[src/ice51_pkg.sv]
`default_nettype none

package ice51_pkg;

   ////////////////////////////////////////////////////////////
   // sizes

   localparam int CODE_AW    = 9;     // code address width
   localparam int DATA_W     = 8;
   localparam int PROG_BYTES = 512;   // bytes loaded before the core starts

   ////////////////////////////////////////////////////////////
   // uart

   localparam int UART_BIT_CYCLES = 104;
   localparam int UART_CNT_W      = $clog2(UART_BIT_CYCLES);

   localparam logic [15:0] UART_TX_ADDR   = 16'h0201;   // movx write sends acc
   localparam logic [15:0] UART_STAT_ADDR = 16'h0200;   // movx read gives busy

   // receiver states
   localparam logic [1:0] RX_IDLE  = 2'd0;
   localparam logic [1:0] RX_START = 2'd1;
   localparam logic [1:0] RX_DATA  = 2'd2;
   localparam logic [1:0] RX_STOP  = 2'd3;

   // transmitter states
   localparam logic [1:0] TX_IDLE  = 2'd0;
   localparam logic [1:0] TX_START = 2'd1;
   localparam logic [1:0] TX_SEND  = 2'd2;

   ////////////////////////////////////////////////////////////
   // instruction set

   // register forms are listed with r0, low 3 bits select the register
   typedef enum logic [7:0] {
      LJMP        = 8'h02,
      INC_A       = 8'h04,
      INC_R       = 8'h08,
      DEC_A       = 8'h14,
      DEC_R       = 8'h18,
      ADD_A_IMM   = 8'h24,
      ADD_A_R     = 8'h28,
      RLC_A       = 8'h33,
      ADDC_A_IMM  = 8'h34,
      JC          = 8'h40,
      JNC         = 8'h50,
      JZ          = 8'h60,
      XRL_A_IMM   = 8'h64,
      JNZ         = 8'h70,
      MOV_A_IMM   = 8'h74,
      MOV_R_IMM   = 8'h78,
      SJMP        = 8'h80,
      MOV_DPTR    = 8'h90,
      SUBB_A_IMM  = 8'h94,
      CLR_C       = 8'hC3,
      SETB_C      = 8'hD3,
      MOVX_A_DPTR = 8'hE0,
      CLR_A       = 8'hE4,
      MOV_A_R     = 8'hE8,
      MOVX_DPTR_A = 8'hF0,
      CPL_A       = 8'hF4,
      MOV_R_A     = 8'hF8
   } opcode_e;

   typedef enum logic [2:0] {
      FETCH   = 3'd0,
      DECODE0 = 3'd1,
      DECODE1 = 3'd2,
      DECODE2 = 3'd3,
      EXECUTE = 3'd4
   } cpu_state_e;

   // opcode byte, read whole or as group + register index
   typedef union packed {
      opcode_e op;
      struct packed {
         logic [4:0] grp;
         logic [2:0] idx;
      } rg;
   } instr_u;

endpackage

`default_nettype wire

[src/cpu_bus_if.sv]
`timescale 1ns/1ps
`default_nettype none

interface cpu_bus_if;
   import ice51_pkg::*;

   // driven by the control unit
   instr_u            instr;       // latched opcode
   logic [DATA_W-1:0] op1;         // first operand byte
   logic [DATA_W-1:0] op2;         // second operand byte
   logic              exec;        // one cycle per instruction

   // driven by the datapath
   logic [DATA_W-1:0] acc;
   logic              carry;
   logic              acc_zero;

   modport ctrl (
      output instr, op1, op2, exec,
      input  carry, acc_zero
   );

   modport dp (
      input  instr, op1, op2, exec,
      output acc, carry, acc_zero
   );

endinterface

`default_nettype wire

[src/cpu_control.sv]
`timescale 1ns/1ps
`default_nettype none

module cpu_control (
   input  wire                             i_clk,
   input  wire                             i_nrst,
   input  wire                             i_load_done,
   input  wire [ice51_pkg::DATA_W-1:0]     i_code_data,
   input  wire [ice51_pkg::CODE_AW-1:0]    i_load_addr,
   output logic [ice51_pkg::CODE_AW-1:0]   o_code_addr,
   cpu_bus_if.ctrl                         bus
);
   import ice51_pkg::*;

   localparam logic [1:0] LEN1 = 2'd1;
   localparam logic [1:0] LEN2 = 2'd2;
   localparam logic [1:0] LEN3 = 2'd3;

   cpu_state_e              state;
   logic [CODE_AW-1:0]      pc;
   logic [CODE_AW-1:0]      pc_jump;
   logic [CODE_AW-1:0]      rel_tgt;
   logic [CODE_AW-1:0]      abs_tgt;
   instr_u                  instr_q;
   instr_u                  cur;       // opcode as seen this cycle
   logic [DATA_W-1:0]       op1_q;
   logic [DATA_W-1:0]       op2_q;
   logic [1:0]              len;

   // in DECODE0 the opcode is still on the code bus
   assign cur = (state == DECODE0) ? instr_u'(i_code_data) : instr_q;

   ////////////////////////////////////////////////////////////
   // instruction length

   always_comb begin
      case (cur.op)
         LJMP, MOV_DPTR: len = LEN3;
         MOV_A_IMM, ADD_A_IMM, ADDC_A_IMM, SUBB_A_IMM, XRL_A_IMM,
         SJMP, JZ, JNZ, JC, JNC: len = LEN2;
         default: len = LEN1;   // unknown opcodes too
      endcase
      if ({cur.rg.grp, 3'b000} == MOV_R_IMM) len = LEN2;
   end

   ////////////////////////////////////////////////////////////
   // jump targets

   // pc already points past the instruction in EXECUTE
   assign rel_tgt = pc + {{(CODE_AW - DATA_W){op1_q[DATA_W-1]}}, op1_q};
   assign abs_tgt = CODE_AW'({op1_q, op2_q});   // only the code space bits

   always_comb begin
      pc_jump = pc;
      case (instr_q.op)
         LJMP: pc_jump = abs_tgt;
         SJMP: pc_jump = rel_tgt;
         JZ:   if (bus.acc_zero)  pc_jump = rel_tgt;
         JNZ:  if (!bus.acc_zero) pc_jump = rel_tgt;
         JC:   if (bus.carry)     pc_jump = rel_tgt;
         JNC:  if (!bus.carry)    pc_jump = rel_tgt;
         default: ;
      endcase
   end

   ////////////////////////////////////////////////////////////
   // fetch / decode / execute

   always_ff @(posedge i_clk or negedge i_nrst) begin
      if (!i_nrst) begin
         state   <= FETCH;
         pc      <= '0;
         instr_q <= '0;
         op1_q   <= '0;
         op2_q   <= '0;
      end else begin
         case (state)
            FETCH: begin
               if (i_load_done) begin   // hold until program is in
                  pc    <= pc + 1'b1;
                  state <= DECODE0;
               end
            end
            DECODE0: begin
               instr_q <= cur;
               if (len != LEN1) begin
                  pc    <= pc + 1'b1;
                  state <= DECODE1;
               end else begin
                  state <= EXECUTE;
               end
            end
            DECODE1: begin
               op1_q <= i_code_data;
               if (len == LEN3) begin
                  pc    <= pc + 1'b1;
                  state <= DECODE2;
               end else begin
                  state <= EXECUTE;
               end
            end
            DECODE2: begin
               op2_q <= i_code_data;
               state <= EXECUTE;
            end
            EXECUTE: begin
               pc    <= pc_jump;
               state <= FETCH;
            end
            default: state <= FETCH;
         endcase
      end
   end

   assign o_code_addr = i_load_done ? pc : i_load_addr;

   assign bus.instr = instr_q;
   assign bus.op1   = op1_q;
   assign bus.op2   = op2_q;
   assign bus.exec  = (state == EXECUTE);

endmodule

`default_nettype wire

[src/cpu_datapath.sv]
`timescale 1ns/1ps
`default_nettype none

module cpu_datapath (
   input  wire                            i_clk,
   input  wire                            i_nrst,
   input  wire                            i_tx_busy,
   output logic                           o_tx_start,
   output logic [ice51_pkg::DATA_W-1:0]   o_tx_byte,
   cpu_bus_if.dp                          bus
);
   import ice51_pkg::*;

   localparam int RF_N = 8;   // r0..r7

   logic [DATA_W-1:0]     acc;
   logic                  carry;
   logic [DATA_W-1:0]     rf [RF_N];
   logic [2*DATA_W-1:0]   dptr;
   logic [DATA_W-1:0]     r_sel;
   logic [DATA_W-1:0]     grp_base;   // opcode with register index cleared
   logic [DATA_W-1:0]     add_src;
   logic                  add_cin;
   logic [DATA_W:0]       add_res;
   logic [DATA_W:0]       sub_res;
   logic                  stat_hit;
   logic [DATA_W-1:0]     acc_d;
   logic                  carry_d;
   logic [2*DATA_W-1:0]   dptr_d;
   logic                  rf_we;
   logic [DATA_W-1:0]     rf_d;

   assign r_sel    = rf[bus.instr.rg.idx];
   assign grp_base = {bus.instr.rg.grp, 3'b000};
   assign stat_hit = (dptr == UART_STAT_ADDR);

   ////////////////////////////////////////////////////////////
   // alu

   assign add_src = (grp_base == ADD_A_R) ? r_sel : bus.op1;
   assign add_cin = (bus.instr.op == ADDC_A_IMM) & carry;
   assign add_res = {1'b0, acc} + {1'b0, add_src} + {{DATA_W{1'b0}}, add_cin};
   assign sub_res = {1'b0, acc} - {1'b0, bus.op1} - {{DATA_W{1'b0}}, carry};   // msb = borrow

   always_comb begin
      acc_d   = acc;
      carry_d = carry;
      dptr_d  = dptr;
      rf_we   = 1'b0;
      rf_d    = acc;
      case (bus.instr.op)
         MOV_A_IMM:  acc_d = bus.op1;
         ADD_A_IMM,
         ADDC_A_IMM: {carry_d, acc_d} = add_res;
         SUBB_A_IMM: {carry_d, acc_d} = sub_res;
         XRL_A_IMM:  acc_d = acc ^ bus.op1;
         INC_A:      acc_d = acc + 1'b1;   // carry untouched
         DEC_A:      acc_d = acc - 1'b1;
         CLR_A:      acc_d = '0;
         CPL_A:      acc_d = ~acc;
         RLC_A:      {carry_d, acc_d} = {acc, carry};
         CLR_C:      carry_d = 1'b0;
         SETB_C:     carry_d = 1'b1;
         MOV_DPTR:   dptr_d = {bus.op1, bus.op2};
         // only the status location is mapped, the rest reads as zero
         MOVX_A_DPTR: acc_d = {{(DATA_W - 1){1'b0}}, i_tx_busy & stat_hit};
         default: ;
      endcase
      case (grp_base)
         MOV_R_IMM: begin
            rf_we = 1'b1;
            rf_d  = bus.op1;
         end
         MOV_R_A:   rf_we = 1'b1;
         MOV_A_R:   acc_d = r_sel;
         ADD_A_R:   {carry_d, acc_d} = add_res;
         INC_R: begin
            rf_we = 1'b1;
            rf_d  = r_sel + 1'b1;
         end
         DEC_R: begin
            rf_we = 1'b1;
            rf_d  = r_sel - 1'b1;
         end
         default: ;
      endcase
   end

   ////////////////////////////////////////////////////////////
   // state, written at the end of EXECUTE only

   always_ff @(posedge i_clk or negedge i_nrst) begin
      if (!i_nrst) begin
         acc   <= '0;
         carry <= 1'b0;
         dptr  <= '0;
         for (int i = 0; i < RF_N; i++) rf[i] <= '0;
      end else if (bus.exec) begin
         acc   <= acc_d;
         carry <= carry_d;
         dptr  <= dptr_d;
         if (rf_we) rf[bus.instr.rg.idx] <= rf_d;
      end
   end

   assign bus.acc      = acc;
   assign bus.carry    = carry;
   assign bus.acc_zero = (acc == '0);

   // movx @dptr,a to the transmit address
   assign o_tx_start = bus.exec & (bus.instr.op == MOVX_DPTR_A) & (dptr == UART_TX_ADDR);
   assign o_tx_byte  = bus.acc;

endmodule

`default_nettype wire

[src/ice51_top.sv]
`timescale 1ns/1ps
`default_nettype none

module ice51_top (
   input  wire                             i_clk,
   input  wire                             i_nrst,
   input  wire                             i_uart_rx,
   output logic                            o_uart_tx,
   output logic                            o_code_wr,
   output logic [ice51_pkg::CODE_AW-1:0]   o_code_addr,
   output logic [ice51_pkg::DATA_W-1:0]    o_code_data,
   input  wire  [ice51_pkg::DATA_W-1:0]    i_code_data
);
   import ice51_pkg::*;

   logic [CODE_AW-1:0] load_addr;
   logic               load_done;
   logic               tx_start;
   logic [DATA_W-1:0]  tx_byte;
   logic               tx_busy;

   cpu_bus_if bus_i ();

   uart_loader u_loader (
      .i_clk       (i_clk),
      .i_nrst      (i_nrst),
      .i_uart_rx   (i_uart_rx),
      .o_code_wr   (o_code_wr),
      .o_code_data (o_code_data),
      .o_load_addr (load_addr),
      .o_load_done (load_done)
   );

   cpu_control u_ctrl (
      .i_clk       (i_clk),
      .i_nrst      (i_nrst),
      .i_load_done (load_done),
      .i_code_data (i_code_data),
      .i_load_addr (load_addr),
      .o_code_addr (o_code_addr),
      .bus         (bus_i.ctrl)
   );

   cpu_datapath u_dp (
      .i_clk      (i_clk),
      .i_nrst     (i_nrst),
      .i_tx_busy  (tx_busy),
      .o_tx_start (tx_start),
      .o_tx_byte  (tx_byte),
      .bus        (bus_i.dp)
   );

   uart_tx u_tx (
      .i_clk     (i_clk),
      .i_nrst    (i_nrst),
      .i_start   (tx_start),
      .i_byte    (tx_byte),
      .o_uart_tx (o_uart_tx),
      .o_busy    (tx_busy)
   );

endmodule

`default_nettype wire

[src/uart_loader.sv]
`timescale 1ns/1ps
`default_nettype none

module uart_loader (
   input  wire                             i_clk,
   input  wire                             i_nrst,
   input  wire                             i_uart_rx,
   output logic                            o_code_wr,
   output logic [ice51_pkg::DATA_W-1:0]    o_code_data,
   output logic [ice51_pkg::CODE_AW-1:0]   o_load_addr,
   output logic                            o_load_done
);
   import ice51_pkg::*;

   logic                  rx_meta;
   logic                  rx_sync;
   logic [1:0]            state;
   logic [UART_CNT_W-1:0] cnt;      // cycles within current bit
   logic [2:0]            bit_idx;
   logic [DATA_W-1:0]     shreg;
   logic [CODE_AW-1:0]    byte_cnt;
   logic                  done_q;
   logic                  half_hit;
   logic                  full_hit;
   logic                  rx_done;

   // two flops against metastability, line idles high
   always_ff @(posedge i_clk or negedge i_nrst) begin
      if (!i_nrst) begin
         rx_meta <= 1'b1;
         rx_sync <= 1'b1;
      end else begin
         rx_meta <= i_uart_rx;
         rx_sync <= rx_meta;
      end
   end

   assign half_hit = (cnt == UART_CNT_W'(UART_BIT_CYCLES / 2 - 1));
   assign full_hit = (cnt == UART_CNT_W'(UART_BIT_CYCLES - 1));
   assign rx_done  = (state == RX_STOP) && full_hit;   // middle of stop bit

   ////////////////////////////////////////////////////////////
   // receive fsm

   always_ff @(posedge i_clk or negedge i_nrst) begin
      if (!i_nrst) begin
         state   <= RX_IDLE;
         cnt     <= '0;
         bit_idx <= '0;
      end else begin
         cnt <= cnt + 1'b1;
         case (state)
            RX_IDLE: begin
               cnt <= '0;
               if (!rx_sync) state <= RX_START;
            end
            RX_START: begin
               if (half_hit) begin
                  cnt     <= '0;
                  bit_idx <= '0;
                  state   <= rx_sync ? RX_IDLE : RX_DATA;   // glitch goes back
               end
            end
            RX_DATA: begin
               if (full_hit) begin
                  cnt     <= '0;
                  bit_idx <= bit_idx + 1'b1;
                  if (bit_idx == 3'd7) state <= RX_STOP;
               end
            end
            RX_STOP: begin
               if (full_hit) begin
                  cnt   <= '0;
                  state <= RX_IDLE;
               end
            end
            default: state <= RX_IDLE;
         endcase
      end
   end

   // lsb arrives first
   always_ff @(posedge i_clk) begin
      if (state == RX_DATA && full_hit) shreg <= {rx_sync, shreg[DATA_W-1:1]};
   end

   ////////////////////////////////////////////////////////////
   // byte count and load done

   always_ff @(posedge i_clk or negedge i_nrst) begin
      if (!i_nrst) begin
         byte_cnt <= '0;
         done_q   <= 1'b0;
      end else if (rx_done) begin
         byte_cnt <= byte_cnt + 1'b1;   // wraps at PROG_BYTES
         if (byte_cnt == CODE_AW'(PROG_BYTES - 1)) done_q <= 1'b1;
      end
   end

   assign o_code_wr   = rx_done & ~done_q;
   assign o_code_data = shreg;
   assign o_load_addr = byte_cnt;
   assign o_load_done = done_q;

endmodule

`default_nettype wire

[src/uart_tx.sv]
`timescale 1ns/1ps
`default_nettype none

module uart_tx (
   input  wire                          i_clk,
   input  wire                          i_nrst,
   input  wire                          i_start,
   input  wire [ice51_pkg::DATA_W-1:0]  i_byte,
   output logic                         o_uart_tx,
   output logic                         o_busy
);
   import ice51_pkg::*;

   logic [1:0]            state;
   logic [UART_CNT_W-1:0] cnt;
   logic [3:0]            bit_cnt;    // 8 data bits then stop
   logic [DATA_W-1:0]     shreg;
   logic                  period_end;

   assign period_end = (cnt == UART_CNT_W'(UART_BIT_CYCLES - 1));

   ////////////////////////////////////////////////////////////
   // transmit fsm

   always_ff @(posedge i_clk or negedge i_nrst) begin
      if (!i_nrst) begin
         state   <= TX_IDLE;
         cnt     <= '0;
         bit_cnt <= '0;
      end else begin
         cnt <= cnt + 1'b1;
         case (state)
            TX_IDLE: begin
               cnt     <= '0;
               bit_cnt <= '0;
               if (i_start) state <= TX_START;
            end
            TX_START: begin
               if (period_end) begin
                  cnt   <= '0;
                  state <= TX_SEND;
               end
            end
            TX_SEND: begin
               if (period_end) begin
                  cnt     <= '0;
                  bit_cnt <= bit_cnt + 1'b1;
                  if (bit_cnt == 4'd8) state <= TX_IDLE;   // stop bit done
               end
            end
            default: state <= TX_IDLE;
         endcase
      end
   end

   // shift right, ones fill in behind so the stop bit comes out last
   always_ff @(posedge i_clk) begin
      if (state == TX_IDLE && i_start) begin
         shreg <= i_byte;
      end else if (state == TX_SEND && period_end) begin
         shreg <= {1'b1, shreg[DATA_W-1:1]};
      end
   end

   always_comb begin
      case (state)
         TX_START: o_uart_tx = 1'b0;
         TX_SEND:  o_uart_tx = shreg[0];
         default:  o_uart_tx = 1'b1;    // idle line
      endcase
   end

   assign o_busy = (state != TX_IDLE);

endmodule

`default_nettype wire

[config.mk]
export PLATFORM = sky130hd
export DESIGN_NAME = ice51_top
export DESIGN_NICKNAME = d
export VERILOG_FILES = /design/src/ice51_pkg.sv /design/src/cpu_bus_if.sv /design/src/cpu_control.sv /design/src/cpu_datapath.sv /design/src/ice51_top.sv /design/src/uart_loader.sv /design/src/uart_tx.sv
export SDC_FILE = /design/constraint.sdc
export NUM_CORES = 1
export LEC_CHECK = 0
export BUFFER_PORTS_ARGS = -buffer_cell sky130_fd_sc_hd__buf_4
export CORE_MARGIN = 10
export CORE_UTILIZATION = 30
export DETAILED_ROUTE_END_ITERATION = 8
export SLEW_MARGIN = 5
export SYNTH_ARGS = -nofsm -noshare
export SYNTH_HDL_FRONTEND = slang
export SYNTH_HIERARCHICAL = 1
export SYNTH_SLANG_ARGS = --single-unit
[constraint.sdc]
create_clock -name i_clk -period 5.7 [get_ports i_clk]
set_clock_uncertainty 0.2 [all_clocks]
set_input_delay 0.285 -clock i_clk [delete_from_list [all_inputs] [get_ports i_clk]]
set_output_delay 0.285 -clock i_clk [all_outputs]
set_load 0.01 [all_outputs]
==> impl_metrics.json <==
{
  "cts_buffer_depth": 2,
  "mostFrequentLayoutCell": "dfrtp_1",
  "synth_seq_cells": 178,
  "place_area_um2": 11800,
  "fin_setup_tns_ps": 0,
  "worst_r2r_path_depth": 13,
  "ant_nets": 0,
  "ir_worst_vdd_v": 0.000193,
  "track_usage_pct": 12.9,
  "yosysUniqueCellTypes": 88,
  "p_per_area_nw_per_um2": 204,
  "vias": 8909,
  "root_buffer": "clkbuf_16",
  "drt_wl_total_um": 28900,
  "path_depth": 13,
  "fmax_mhz": 216,
  "status": "finished clean",
  "worst_pin_slew_ps": 1130,
  "r2r-end": "u_dp/bus.acc[1]",
  "clk_latency_ps": 450,
  "die_x_um": 213,
  "grt_overflow": 0,
  "dieHeight_um": 213,
  "final_cell_area_um2": 12500,
  "crit_family": "simple AND/OR/NAND/NOR gates",
  "ys_warn_count": 6,
  "ios": 30,
  "clk_pin_slew_ps": 80,
  "whs_path_depth": 0,
  "antenna_found_initial": 0,
  "hold_path_class": "flop to flop",
  "fin_crit_sh_pct": 81.4,
  "drive_gt1_share_pct": 14.2,
  "cp_data_arrival_time_ps": 4780,
  "wl_per_cell_um": 17.4,
  "finalMaxSlewViolations": 0,
  "die-area_um2": 45400,
  "syn_area_um2": 11200,
  "final_net_count": 1255,
  "antennaDiodeCount": 0,
  "ys.flop_type": "dfrtp_1",
  "r2r-start": "u_ctrl/bus.instr[1]",
  "r2r_slack_ps": 1060,
  "route.met3.wl_um": 1420,
  "critical_path_class": "flop to flop",
  "htree_num_levels": 4,
  "syn_inst": 1166,
  "syn_area_per_cell_um2": 9.60,
  "worstHoldEndpoint": "u_loader/rx_sync",
  "postCtsSetupRepairBufs": 0,
  "vias_per_cell": 5.36,
  "drtIter0Drc": 835,
  "highest_layer": "met4",
  "seq_area_frac_synth_pct": 40.5,
  "cts_inserted_buffers": 17,
  "grt_setup_unrepaired": "false",
  "async_flop_share_pct": 91.0,
  "setup_viol": 0,
  "start_util_pct": 30.5,
  "ctsResizeCount": 0,
  "clock-sinks": 178,
  "cts_hold_buffers": 10,
  "cp_slowest_cell": "or4b_1",
  "p_leak_nw": 5.46,
  "cp_num_buf_inv": 0,
  "critPathMaxStageDelay_ps": 780,
  "period_minus_slack_ps": 4640,
  "worstPathRequired_ps": 5840,
  "gp_congestion": 0.928,
  "maxCapViolCount": 0,
  "end_kind": "flop",
  "path_cells": "or4b_1 > nor2_1 > nand3_1 > fa_1 > fa_1 > nor2_1 > a32oi_1 > nor3_1 > a221oi_1 > o31ai_1 > a221oi_1 > o221ai_1 > mux2_2",
  "cp_max_fo": 22,
  "final_cell_mix": "160 x dfrtp_1, 137 x nand2_1, 98 x nor2_1",
  "remaining_drc_errors": 0,
  "wl_met1_um": 13600,
  "grt_max_degree": 106,
  "start_kind": "flop",
  "syn_nets": 1240,
  "wl_met2_um": 13200,
  "port_buffers": 29,
  "first_pass_iters": 6,
  "finalHoldViolations": 0,
  "maxSlewHeadroom_pct": 24.6,
  "cts_tree": "done",
  "area_delta_synth_final_pct": 11.6,
  "rows": 70,
  "dp_hpwl_um": 20200,
  "synth_edf_count": 16,
  "fillers": 3645,
  "coreArea_um2": 36700,
  "hp-start": "u_loader/rx_meta",
  "grt_pass1_vias": 8566,
  "grt_pass1_wl_um": 46800
}
## layout make-up
cell class / instances / area [um2] / area share (%)
Multi-Input combinational cell: 879 / 6150 / 49.2
Sequential cell: 178 / 4540 / 36.3
Tap cell: 468 / 586 / 4.69
Timing Repair Buffer: 53 / 427 / 3.42
Clock buffer: 17 / 425 / 3.41
Inverter: 52 / 195 / 1.56
Clock inverter: 15 / 174 / 1.39
## where the power goes
group	total, W	switching (W)	internal (W)
combinational	0.0000734	0.0000483	0.0000251
sequential	0.00129	0.00000662	0.00128
clock	0.00119	0.000593	0.000595
total	0.00255	0.000648	0.00190
## through the flow
stage | cells | total power, W | hold WS, ps | setup WS (ps) | util, %
2_1_floorplan | 1166 | 0.00134 | -211 | 1550 | -
3_3_place_gp | 1620 | 0.00138 | 147 | 1120 | 32.1
3_5_place_dp | 1620 | 0.00138 | 147 | 1050 | 32.1
4_1_cts | 1662 | 0.00259 | 158 | 1050 | 34.0
5_1_grt | 1662 | 0.00265 | 162 | 682 | 34.0
6_report | 1662 | 0.00255 | 158 | 1060 | 34.0
## worst max-delay path by stage
| stage | from | endpoint | slack [ps] |
|---|---|---|---|
| final | u_ctrl/bus.instr[1] | u_dp/bus.acc[1] | 1060 |
| after global routing | u_ctrl/bus.instr[1] | u_dp/rf[7] | 680 |
| after CTS | u_ctrl/bus.instr[1] | u_dp/rf[7] | 1050 |
| after detailed placement | u_ctrl/bus.instr[1] | u_dp/rf[7] | 1050 |
| after global placement | u_ctrl/bus.instr[1] | u_dp/bus.acc[1] | 1120 |
| after floorplan | u_ctrl/bus.instr[2] | u_dp/bus.acc[7] | 1550 |
## cells by family (layout without fill, tap and decap cells)
| kind of cell | after synthesis | count (layout) | synth area share [%] |
|---|---|---|---|
| buffers and inverters | 109 | 137 | 4.56 |
| AOI/OAI and AO/OA | 297 | 297 | 17.6 |
| muxes | 72 | 72 | 8.13 |
| and+or+nand+nor | 397 | 397 | 17.7 |
| DFF | 178 | 178 | 40.5 |
| xor gates and xnor gates | 50 | 50 | 3.98 |
| adders and majority gates | 63 | 63 | 7.51 |
## metal layers
metal / vias up / track usage (%)
met5: - / 0
met4: 0 / 3.94
met3: 57 / 2.43
met2: 257 / 20.1
met1: 4324 / 17.7
li1: 4271 / -
## state kept, by name, indices dropped and copies added, names as in the netlist, 2 cells and up, named ones only
signal / flops
u_ctrl/bus.op1: 8
u_dp/dptr: 16
u_ctrl/bus.op2: 8
u_tx/state: 2
u_ctrl/pc: 9
u_dp/bus.acc: 8
u_loader/cnt: 7
u_loader/o_code_data: 8
u_loader/o_load_addr: 9
u_ctrl/bus.instr: 8
u_tx/shreg: 8
u_dp/rf: 64
u_ctrl/state: 3
u_tx/cnt: 7
u_tx/bit_cnt: 4
u_loader/bit_idx: 3
## synth_stat cells, drive strengths merged, types with 28 or more instances
master | number | share of area (%)
a21oi | 82 | 3.8
buf | 29 | 1.9
clkbuf | 28 | 0.94
dfrtp | 160 | 36
ha | 56 | 6.3
inv | 52 | 1.7
mux2 | 52 | 5.3
nand2 | 137 | 4.6
nand3 | 31 | 1.4
nor2 | 99 | 3.4
o21ai | 73 | 3.3
xnor2 | 29 | 2.3
Note: power is estimated with default switching activity, not from simulation.
